## src/source/pagerank_pkg.sv

```systemverilog
// Widths, memory region tags, command/response/job types and the memory data word
package pagerank_pkg;

	parameter int VERTEX_BITS = 16;
	parameter int ADDR_BITS   = 16;
	parameter int DATA_BITS   = 32;
	parameter int COUNT_BITS  = 16;

	// Memory region carried as the tag of every read
	typedef enum logic [1:0] {
		EDGE_ARRAY       = 2'd0,
		GRAPH_DATA       = 2'd1,
		WRITE_GRAPH_DATA = 2'd2
	} mem_struct_e;

	// One edge-array entry with the neighbor id in the low half
	typedef struct packed {
		logic [DATA_BITS-VERTEX_BITS-1:0] padding;
		logic [VERTEX_BITS-1:0]           neighbor_id;
	} edge_entry_t;

	// Same word read as a neighbor id or as a rank
	typedef union packed {
		edge_entry_t          edge_entry;
		logic [DATA_BITS-1:0] rank;
	} mem_word_u;

	typedef struct packed {
		logic                 valid;
		mem_struct_e          tag;
		logic [ADDR_BITS-1:0] address;
	} read_cmd_t;

	typedef struct packed {
		logic        valid;
		mem_struct_e tag;
		mem_word_u   data;
	} read_data_t;

	typedef struct packed {
		logic                 valid;
		logic [ADDR_BITS-1:0] address;
		logic [DATA_BITS-1:0] data;
	} write_cmd_t;

	typedef struct packed {
		logic [VERTEX_BITS-1:0] vertex_id;
		logic [ADDR_BITS-1:0]   edge_start;
		logic [COUNT_BITS-1:0]  degree;
	} vertex_job_t;

endpackage

```

## src/source/cu_vertex_pagerank.sv

```systemverilog
// PageRank vertex unit top level for neighbor rank summing per vertex job
`timescale 1ns/1ps

module cu_vertex_pagerank #(
	parameter int FIFO_DEPTH = 16
) (
	input  logic                                clock,
	input  logic                                rstn,
	input  logic                                job_req,
	input  pagerank_pkg::vertex_job_t           job,
	output logic                                job_ack,
	output pagerank_pkg::read_cmd_t             read_cmd,
	input  logic                                read_status_alfull,
	input  pagerank_pkg::read_data_t            read_data,
	output pagerank_pkg::write_cmd_t            write_cmd,
	input  logic                                write_status_alfull,
	output logic [pagerank_pkg::COUNT_BITS-1:0] vertex_count,
	output logic [pagerank_pkg::COUNT_BITS-1:0] edge_count
);

	pagerank_pkg::vertex_job_t current_job;
	pagerank_pkg::read_cmd_t   edge_cmd;
	pagerank_pkg::read_data_t  edge_return;
	pagerank_pkg::read_data_t  rank_return;
	logic busy;
	logic vertex_done;
	logic edge_fifo_alfull;

	////////////////////////////////////////////////////////////
	// Job side
	////////////////////////////////////////////////////////////

	vertex_job_intake vertex_job_intake_i (
		.clock      (clock),
		.rstn       (rstn),
		.job_req    (job_req),
		.job        (job),
		.job_ack    (job_ack),
		.vertex_done(vertex_done),
		.current_job(current_job),
		.busy       (busy)
	);

	edge_array_reader edge_array_reader_i (
		.clock           (clock),
		.rstn            (rstn),
		.current_job     (current_job),
		.busy            (busy),
		.edge_fifo_alfull(edge_fifo_alfull),
		.edge_cmd        (edge_cmd)
	);

	////////////////////////////////////////////////////////////
	// Memory read side
	////////////////////////////////////////////////////////////

	read_data_router read_data_router_i (
		.clock      (clock),
		.rstn       (rstn),
		.read_data  (read_data),
		.edge_return(edge_return),
		.rank_return(rank_return)
	);

	read_command_merge #(
		.FIFO_DEPTH(FIFO_DEPTH)
	) read_command_merge_i (
		.clock             (clock),
		.rstn              (rstn),
		.edge_cmd          (edge_cmd),
		.edge_return       (edge_return),
		.read_status_alfull(read_status_alfull),
		.edge_fifo_alfull  (edge_fifo_alfull),
		.read_cmd          (read_cmd)
	);

	rank_sum_kernel rank_sum_kernel_i (
		.clock              (clock),
		.rstn               (rstn),
		.current_job        (current_job),
		.busy               (busy),
		.rank_return        (rank_return),
		.write_status_alfull(write_status_alfull),
		.write_cmd          (write_cmd),
		.vertex_done        (vertex_done),
		.vertex_count       (vertex_count),
		.edge_count         (edge_count)
	);

endmodule

```

## src/source/edge_array_reader.sv

```systemverilog
// Edge-array read issue with one read per edge of the current vertex
`timescale 1ns/1ps

module edge_array_reader (
	input  logic                      clock,
	input  logic                      rstn,
	input  pagerank_pkg::vertex_job_t current_job,
	input  logic                      busy,
	input  logic                      edge_fifo_alfull,
	output pagerank_pkg::read_cmd_t   edge_cmd
);

	logic [pagerank_pkg::COUNT_BITS-1:0] issued;
	logic                                issue;

	assign issue = busy & (issued < current_job.degree) & ~edge_fifo_alfull;

	always_ff @(posedge clock or negedge rstn) begin
		if (!rstn) begin
			issued   <= '0;
			edge_cmd <= '0;
		end else begin
			edge_cmd.valid <= 1'b0;
			if (!busy) begin
				// Ready for the next vertex
				issued <= '0;
			end else if (issue) begin
				issued           <= issued + 1'b1;
				edge_cmd.valid   <= 1'b1;
				edge_cmd.tag     <= pagerank_pkg::EDGE_ARRAY;
				edge_cmd.address <= current_job.edge_start
					+ pagerank_pkg::ADDR_BITS'(issued);
			end
		end
	end

endmodule

```

## src/source/rank_sum_kernel.sv

```systemverilog
// Rank accumulation, sum write, vertex done and vertex/edge counters
`timescale 1ns/1ps

module rank_sum_kernel (
	input  logic                                clock,
	input  logic                                rstn,
	input  pagerank_pkg::vertex_job_t           current_job,
	input  logic                                busy,
	input  pagerank_pkg::read_data_t            rank_return,
	input  logic                                write_status_alfull,
	output pagerank_pkg::write_cmd_t            write_cmd,
	output logic                                vertex_done,
	output logic [pagerank_pkg::COUNT_BITS-1:0] vertex_count,
	output logic [pagerank_pkg::COUNT_BITS-1:0] edge_count
);

	logic [pagerank_pkg::DATA_BITS-1:0]  sum;
	logic [pagerank_pkg::DATA_BITS-1:0]  sum_next;
	logic [pagerank_pkg::COUNT_BITS-1:0] rank_count;
	logic [pagerank_pkg::COUNT_BITS-1:0] count_next;
	logic                                written;
	logic                                fire;

	// Include the rank arriving this cycle so the write follows it directly
	always_comb begin
		sum_next   = sum;
		count_next = rank_count;
		if (rank_return.valid) begin
			sum_next   = sum + rank_return.data.rank;
			count_next = rank_count + 1'b1;
		end
	end

	assign fire = busy & ~written & (count_next == current_job.degree) & ~write_status_alfull;

	always_ff @(posedge clock or negedge rstn) begin
		if (!rstn) begin
			sum          <= '0;
			rank_count   <= '0;
			written      <= 1'b0;
			write_cmd    <= '0;
			vertex_done  <= 1'b0;
			vertex_count <= '0;
			edge_count   <= '0;
		end else begin
			write_cmd.valid <= 1'b0;
			vertex_done     <= fire;
			if (rank_return.valid) begin
				edge_count <= edge_count + 1'b1;
			end
			if (fire) begin
				write_cmd.valid   <= 1'b1;
				write_cmd.address <= pagerank_pkg::ADDR_BITS'(current_job.vertex_id);
				write_cmd.data    <= sum_next;
				vertex_count      <= vertex_count + 1'b1;
				sum               <= '0;
				rank_count        <= '0;
			end else begin
				sum        <= sum_next;
				rank_count <= count_next;
			end
			// Blocks a second write until intake drops busy
			if (!busy) begin
				written <= 1'b0;
			end else if (fire) begin
				written <= 1'b1;
			end
		end
	end

endmodule

```

## src/source/read_command_merge.sv

```systemverilog
// Read command merge with edge and rank FIFOs and round-robin issue
`timescale 1ns/1ps

module read_command_merge #(
	parameter int FIFO_DEPTH = 16
) (
	input  logic                     clock,
	input  logic                     rstn,
	input  pagerank_pkg::read_cmd_t  edge_cmd,
	input  pagerank_pkg::read_data_t edge_return,
	input  logic                     read_status_alfull,
	output logic                     edge_fifo_alfull,
	output pagerank_pkg::read_cmd_t  read_cmd
);

	pagerank_pkg::read_cmd_t rank_cmd;
	pagerank_pkg::read_cmd_t edge_fifo_out;
	pagerank_pkg::read_cmd_t rank_fifo_out;
	logic edge_empty;
	logic rank_empty;
	logic pick_rank;
	logic pick_edge;
	logic pop_edge;
	logic pop_rank;
	logic rank_priority;
	logic issue_valid;
	logic issue_rank;

	////////////////////////////////////////////////////////////
	// Rank read from each returned edge entry
	////////////////////////////////////////////////////////////

	always_comb begin
		rank_cmd.valid   = edge_return.valid;
		rank_cmd.tag     = pagerank_pkg::GRAPH_DATA;
		rank_cmd.address = pagerank_pkg::ADDR_BITS'(edge_return.data.edge_entry.neighbor_id);
	end

	sync_fifo #(
		.DEPTH(FIFO_DEPTH),
		.WIDTH($bits(pagerank_pkg::read_cmd_t))
	) edge_cmd_fifo_i (
		.clock   (clock),
		.rstn    (rstn),
		.push    (edge_cmd.valid),
		.data_in (edge_cmd),
		.pop     (pop_edge),
		.data_out(edge_fifo_out),
		.full    (),
		.alfull  (edge_fifo_alfull),
		.empty   (edge_empty)
	);

	// Never overflows since degree is at most FIFO_DEPTH
	sync_fifo #(
		.DEPTH(FIFO_DEPTH),
		.WIDTH($bits(pagerank_pkg::read_cmd_t))
	) rank_cmd_fifo_i (
		.clock   (clock),
		.rstn    (rstn),
		.push    (rank_cmd.valid),
		.data_in (rank_cmd),
		.pop     (pop_rank),
		.data_out(rank_fifo_out),
		.full    (),
		.alfull  (),
		.empty   (rank_empty)
	);

	////////////////////////////////////////////////////////////
	// Round-robin pick and issue
	////////////////////////////////////////////////////////////

	assign pick_rank = ~rank_empty & (edge_empty | rank_priority);
	assign pick_edge = ~edge_empty & ~pick_rank;
	assign pop_rank  = pick_rank & ~read_status_alfull;
	assign pop_edge  = pick_edge & ~read_status_alfull;

	always_ff @(posedge clock or negedge rstn) begin
		if (!rstn) begin
			rank_priority <= 1'b0;
			issue_valid   <= 1'b0;
			issue_rank    <= 1'b0;
		end else begin
			issue_valid <= pop_rank | pop_edge;
			issue_rank  <= pop_rank;
			if (pop_edge) begin
				rank_priority <= 1'b1;
			end else if (pop_rank) begin
				rank_priority <= 1'b0;
			end
		end
	end

	// FIFO outputs are registered and the issue flags select one
	always_comb begin
		read_cmd = '0;
		if (issue_valid) begin
			read_cmd = issue_rank ? rank_fifo_out : edge_fifo_out;
		end
	end

endmodule

```

## src/source/read_data_router.sv

```systemverilog
// Read data steering by tag onto the edge-array or rank path
`timescale 1ns/1ps

module read_data_router (
	input  logic                     clock,
	input  logic                     rstn,
	input  pagerank_pkg::read_data_t read_data,
	output pagerank_pkg::read_data_t edge_return,
	output pagerank_pkg::read_data_t rank_return
);

	always_ff @(posedge clock or negedge rstn) begin
		if (!rstn) begin
			edge_return <= '0;
			rank_return <= '0;
		end else begin
			edge_return <= '0;
			rank_return <= '0;
			if (read_data.valid) begin
				case (read_data.tag)
					pagerank_pkg::EDGE_ARRAY: begin
						edge_return <= read_data;
					end
					pagerank_pkg::GRAPH_DATA: begin
						rank_return <= read_data;
					end
					// No read goes out with any other tag
					default: begin
					end
				endcase
			end
		end
	end

endmodule

```

## src/source/sync_fifo.sv

```systemverilog
// Synchronous FIFO with registered read, full, almost-full and empty flags
`timescale 1ns/1ps

module sync_fifo #(
	parameter int DEPTH = 16,
	parameter int WIDTH = 8
) (
	input  logic             clock,
	input  logic             rstn,
	input  logic             push,
	input  logic [WIDTH-1:0] data_in,
	input  logic             pop,
	output logic [WIDTH-1:0] data_out,
	output logic             full,
	output logic             alfull,
	output logic             empty
);

	localparam int PTR_W   = $clog2(DEPTH);
	localparam int COUNT_W = $clog2(DEPTH + 1);

	logic [WIDTH-1:0]   mem [DEPTH];
	logic [PTR_W-1:0]   wr_ptr;
	logic [PTR_W-1:0]   rd_ptr;
	logic [COUNT_W-1:0] count;
	logic               do_push;
	logic               do_pop;

	assign do_push = push & ~full;
	assign do_pop  = pop & ~empty;
	assign full    = (count == COUNT_W'(DEPTH));
	// Two slots of headroom for a producer one register away
	assign alfull  = (count >= COUNT_W'(DEPTH - 2));
	assign empty   = (count == '0);

	always_ff @(posedge clock or negedge rstn) begin
		if (!rstn) begin
			wr_ptr <= '0;
			rd_ptr <= '0;
			count  <= '0;
		end else begin
			if (do_push) begin
				wr_ptr <= (wr_ptr == PTR_W'(DEPTH - 1)) ? '0 : wr_ptr + 1'b1;
			end
			if (do_pop) begin
				rd_ptr <= (rd_ptr == PTR_W'(DEPTH - 1)) ? '0 : rd_ptr + 1'b1;
			end
			count <= count + COUNT_W'(do_push) - COUNT_W'(do_pop);
		end
	end

	always_ff @(posedge clock) begin
		if (do_push) begin
			mem[wr_ptr] <= data_in;
		end
		if (do_pop) begin
			data_out <= mem[rd_ptr];
		end
	end

endmodule

```

## src/source/vertex_job_intake.sv

```systemverilog
// Vertex job intake with four-phase req/ack and the current job register
`timescale 1ns/1ps

module vertex_job_intake (
	input  logic                      clock,
	input  logic                      rstn,
	input  logic                      job_req,
	input  pagerank_pkg::vertex_job_t job,
	output logic                      job_ack,
	input  logic                      vertex_done,
	output pagerank_pkg::vertex_job_t current_job,
	output logic                      busy
);

	logic accept;

	// Only a fresh request while nothing is in flight
	assign accept = job_req & ~job_ack & ~busy;

	always_ff @(posedge clock or negedge rstn) begin
		if (!rstn) begin
			job_ack <= 1'b0;
			busy    <= 1'b0;
		end else begin
			if (accept) begin
				job_ack <= 1'b1;
			end else if (!job_req) begin
				job_ack <= 1'b0;
			end
			if (accept) begin
				busy <= 1'b1;
			end else if (vertex_done) begin
				busy <= 1'b0;
			end
		end
	end

	always_ff @(posedge clock) begin
		if (accept) begin
			current_job <= job;
		end
	end

endmodule

```

## config.mk

```make
export PLATFORM = sky130hd
export DESIGN_NAME = cu_vertex_pagerank
export DESIGN_NICKNAME = d
export VERILOG_FILES = /design/src/source/pagerank_pkg.sv /design/src/source/cu_vertex_pagerank.sv /design/src/source/edge_array_reader.sv /design/src/source/rank_sum_kernel.sv /design/src/source/read_command_merge.sv /design/src/source/read_data_router.sv /design/src/source/sync_fifo.sv /design/src/source/vertex_job_intake.sv
export SDC_FILE = /design/constraint.sdc
export NUM_CORES = 1
export LEC_CHECK = 0
export BUFFER_PORTS_ARGS = -buffer_cell sky130_fd_sc_hd__buf_2
export CORE_ASPECT_RATIO = 0.7
export CORE_MARGIN = 2
export CORE_UTILIZATION = 60
export DETAILED_ROUTE_END_ITERATION = 6
export PLACE_DENSITY = 0.78
export SLEW_MARGIN = 20
export SYNTH_ARGS = -nofsm -noshare
export SYNTH_HDL_FRONTEND = slang
export SYNTH_HIERARCHICAL = 1
export SYNTH_SLANG_ARGS = --single-unit
```

## constraint.sdc

```tcl
create_clock -name clock -period 3.95 [get_ports clock]
set_clock_uncertainty 0.1 [all_clocks]
set_input_delay 0.79 -clock clock [delete_from_list [all_inputs] [get_ports clock]]
set_output_delay 0.79 -clock clock [all_outputs]
set_load 0.1 [all_outputs]
```

==> summary.txt <==
Clock tree
  – TritonCTS Buffers: 86
  – Resize count post-CTS: 0
  – Cts hold-fix bufs: 0
  – CTS tree: built
  – Clk sinks: 938
  – Skew-Pair Late Insertion Delay: ~0.66 ns
  – H-Tree Depth: 3
  – Max clock buf depth: 3
  – Clock root cell: clkbuf_16
  – # Post-CTS Setup Buffers: 0
  – Worst-path clk slew: approximately 0.07 ns

Worst setup path
  – CP max stage cell: nor4_1
  – CP Launch Type: flip-flop
  – Crit path cell chain: ha_1 > nand4_4 > nor4_1 > mux2i_1 > o2111a_1 > nand4_1 > nor3b_4 > buf_4 > mux2_1
  – Crit path kind: flip-flop to flip-flop
  – Kind of cell adding the most delay to the critical path: simple AND/OR/NAND/NOR gates
  – CP Buf/Inv Count: 1
  – R2R setup slack: 0.31 ns
  – Critical path arrival: 4.05 ns
  – Worst Setup End Kind: flip-flop
  – Critical R2R Launch: rank_sum_kernel_i/rank_count[0]$_DFF_PN0_
  – Critical path peak fanout: 24
  – R2R depth: 9
  – CP peak stage delay: 0.60 ns
  – Required time worst endpoint: 4.36 ns
  – RR Endpoint: rank_sum_kernel_i/write_cmd[41]$_DFFE_PN0P_

STA
  – Slew margin rel.: 0.3643
  – Hold WS: 0.02459 ns
  – Fmax: 274.9 MHz
  – RSZ-0062 raised after global routing: no
  – Worst-Margin Slew: 0.9525 ns
  – Final setup vio count: 0
  – Final Hold Fails: 0
  – Pins Over Slew Limit: 0
  – TNS Setup: 0 ns
  – Minimum clock period: 3.637 ns
  – Final period util: 0.9209

Logic synthesis
  – Syn. warnings: 6
  – Mapped Area: between 0.04 and 0.05 mm²
  – Mapped Cells: 2588
  – Syn Area/Cell: 15.65 µm²

Die
  – Die height: 221.4 µm
  – Row Count: 79
  – Starting Density: 0.6078
  – Die ar.: 0.06962 mm²
  – Core area: 0.06662 mm²
  – Die W: 314.5 µm
  – Num ports: 189

Layout
  – Most common cell after layout, fill and taps aside: edfxtp_1
  – Layout fillers: 4448
  – Finished Layout Cells: 3790
  – Layout Nets: 3005
  – P&R area growth vs syn: 12.15%
  – Fraction of layout cells with a size suffix above 1: 0.1966
  – Most frequent cells in the layout: edfxtp_1 (694), dfrtp_1 (239), buf_2 (187)

Flow run
  – Max cap viols: 0

Global route
  – First-pass GRT wire length: 143600 µm
  – GRT overflow: 0
  – GR peak layer: met2
  – Initial antenna violation count: 5
  – Vias in the first global route: about 24000
  – Met3 Resource Use GR: 0.05698
  – Met2 Use GR: 0.4207
  – Largest net degree at the start of global routing: a little under 80
  – GRT Total Usage: 0.2727
  – Routing usage on met1: 0.4060

Route
  – Vias per cell: 6.252
  – Routed Antenna Nets: 0
  – DR WL/cell: around 25 µm
  – Final wirelength: between 90000 and 100000 µm
  – Drt pass-1 iters: 7
  – Vias: 23690
  – Initial DRC Count: 2357
  – Number of remaining DRC errors: 0

Pwr
  – Total power: a little over 30 mW
  – Cell leakage power: 17.49 nW
  – VDD IR max: 0.6040 mV
  – Power density over the cells: 678.2 mW/mm²

Placed design
  – Routability cong.: between 0.9 and 1
  – Dpl hpwl: roughly 58000 µm
  – Number of port buffers: 188
  – Inst Count DP: 3625

Min path
  – Tightest Hold Check Type: input pin to asynchronous set/reset pin

Status
  – Status: finished, final reports clean
-- routing by layer --
metal | routed length, µm | vias to the layer above
met2 | 43670 | 1099
met4 | 1861 | 0
li1 | - | 10470
met5 | 0 | -
met1 | 39780 | 11980
met3 | 8464 | 143
-- through the flow --
step / cell area (µm²) / setup WS, ns / utilization
finish: 45410 / 0.3126 / 0.6816
CTS: 45390 / 0.3622 / 0.6814
floorplan: 40610 / 0.3841 / -
global route: 45400 / 0.07081 / 0.6815
detailed placement: 42580 / 0.4086 / 0.6391
global placement: 42580 / 0.5242 / 0.6391
-- how the worst max path moves through the flow --
stage	from	end	slack, ns	depth (start not counted)
CTS	rank_sum_kernel_i/rank_count[0]$_DFF_PN0_	rank_sum_kernel_i/write_cmd[44]$_DFFE_PN0P_	0.36	9
global route	rank_sum_kernel_i/rank_count[0]$_DFF_PN0_	rank_sum_kernel_i/write_cmd[41]$_DFFE_PN0P_	0.07	9
global placement	rank_sum_kernel_i/rank_count[0]$_DFF_PN0_	rank_sum_kernel_i/write_cmd[36]$_DFFE_PN0P_	0.52	9
finish	rank_sum_kernel_i/rank_count[0]$_DFF_PN0_	rank_sum_kernel_i/write_cmd[41]$_DFFE_PN0P_	0.31	9
floorplan	read_command_merge_i/edge_cmd_fifo_i/count[2]$_DFF_PN0_	read_command_merge_i/edge_cmd_fifo_i/mem[3][0]$_DFFE_PP_	0.38	7
detailed placement	rank_sum_kernel_i/rank_count[0]$_DFF_PN0_	rank_sum_kernel_i/write_cmd[44]$_DFFE_PN0P_	0.41	9
-- layout make-up --
| class | instances | area [µm²] | share of cell area |
|---|---|---|---|
| Timing Repair Buffer | 257 | 1556 | 0.03427 |
| Multi-Input combinational cell | 1465 | 12670 | 0.2790 |
| Sequential cell | 938 | 26960 | 0.5937 |
| Inverter | 74 | 277.8 | 0.006117 |
| Tap cell | 891 | 1115 | 0.02455 |
| Antenna cell | 5 | 12.51 | 0.0002755 |
| Clock buffer | 108 | 2285 | 0.05031 |
| Clock inverter | 52 | 534.3 | 0.01176 |
-- sequential cells by signal (all words and copies together), names as in the netlist, 17 cells and up --
register / cells
read_command_merge_i/rank_cmd_fifo_i/data_out: 19
read_command_merge_i/edge_cmd_fifo_i/mem: 304
vertex_job_intake_i/current_job: 48
read_data_router_i/rank_return: 33
edge_array_reader_i/edge_cmd: 17
read_command_merge_i/edge_cmd_fifo_i/data_out: 19
read_data_router_i/edge_return: 17
rank_sum_kernel_i/write_cmd: 48
read_command_merge_i/rank_cmd_fifo_i/mem: 304
rank_sum_kernel_i/sum: 32
-- power breakdown --
part | switching, mW | internal, mW
Clock | 3.65 | 4.61
Sequential | 1.50 | 12.3
Combinational | 5.28 | 3.47
Total | 10.4 | 20.4
Note: power is estimated with default switching activity, not from simulation.
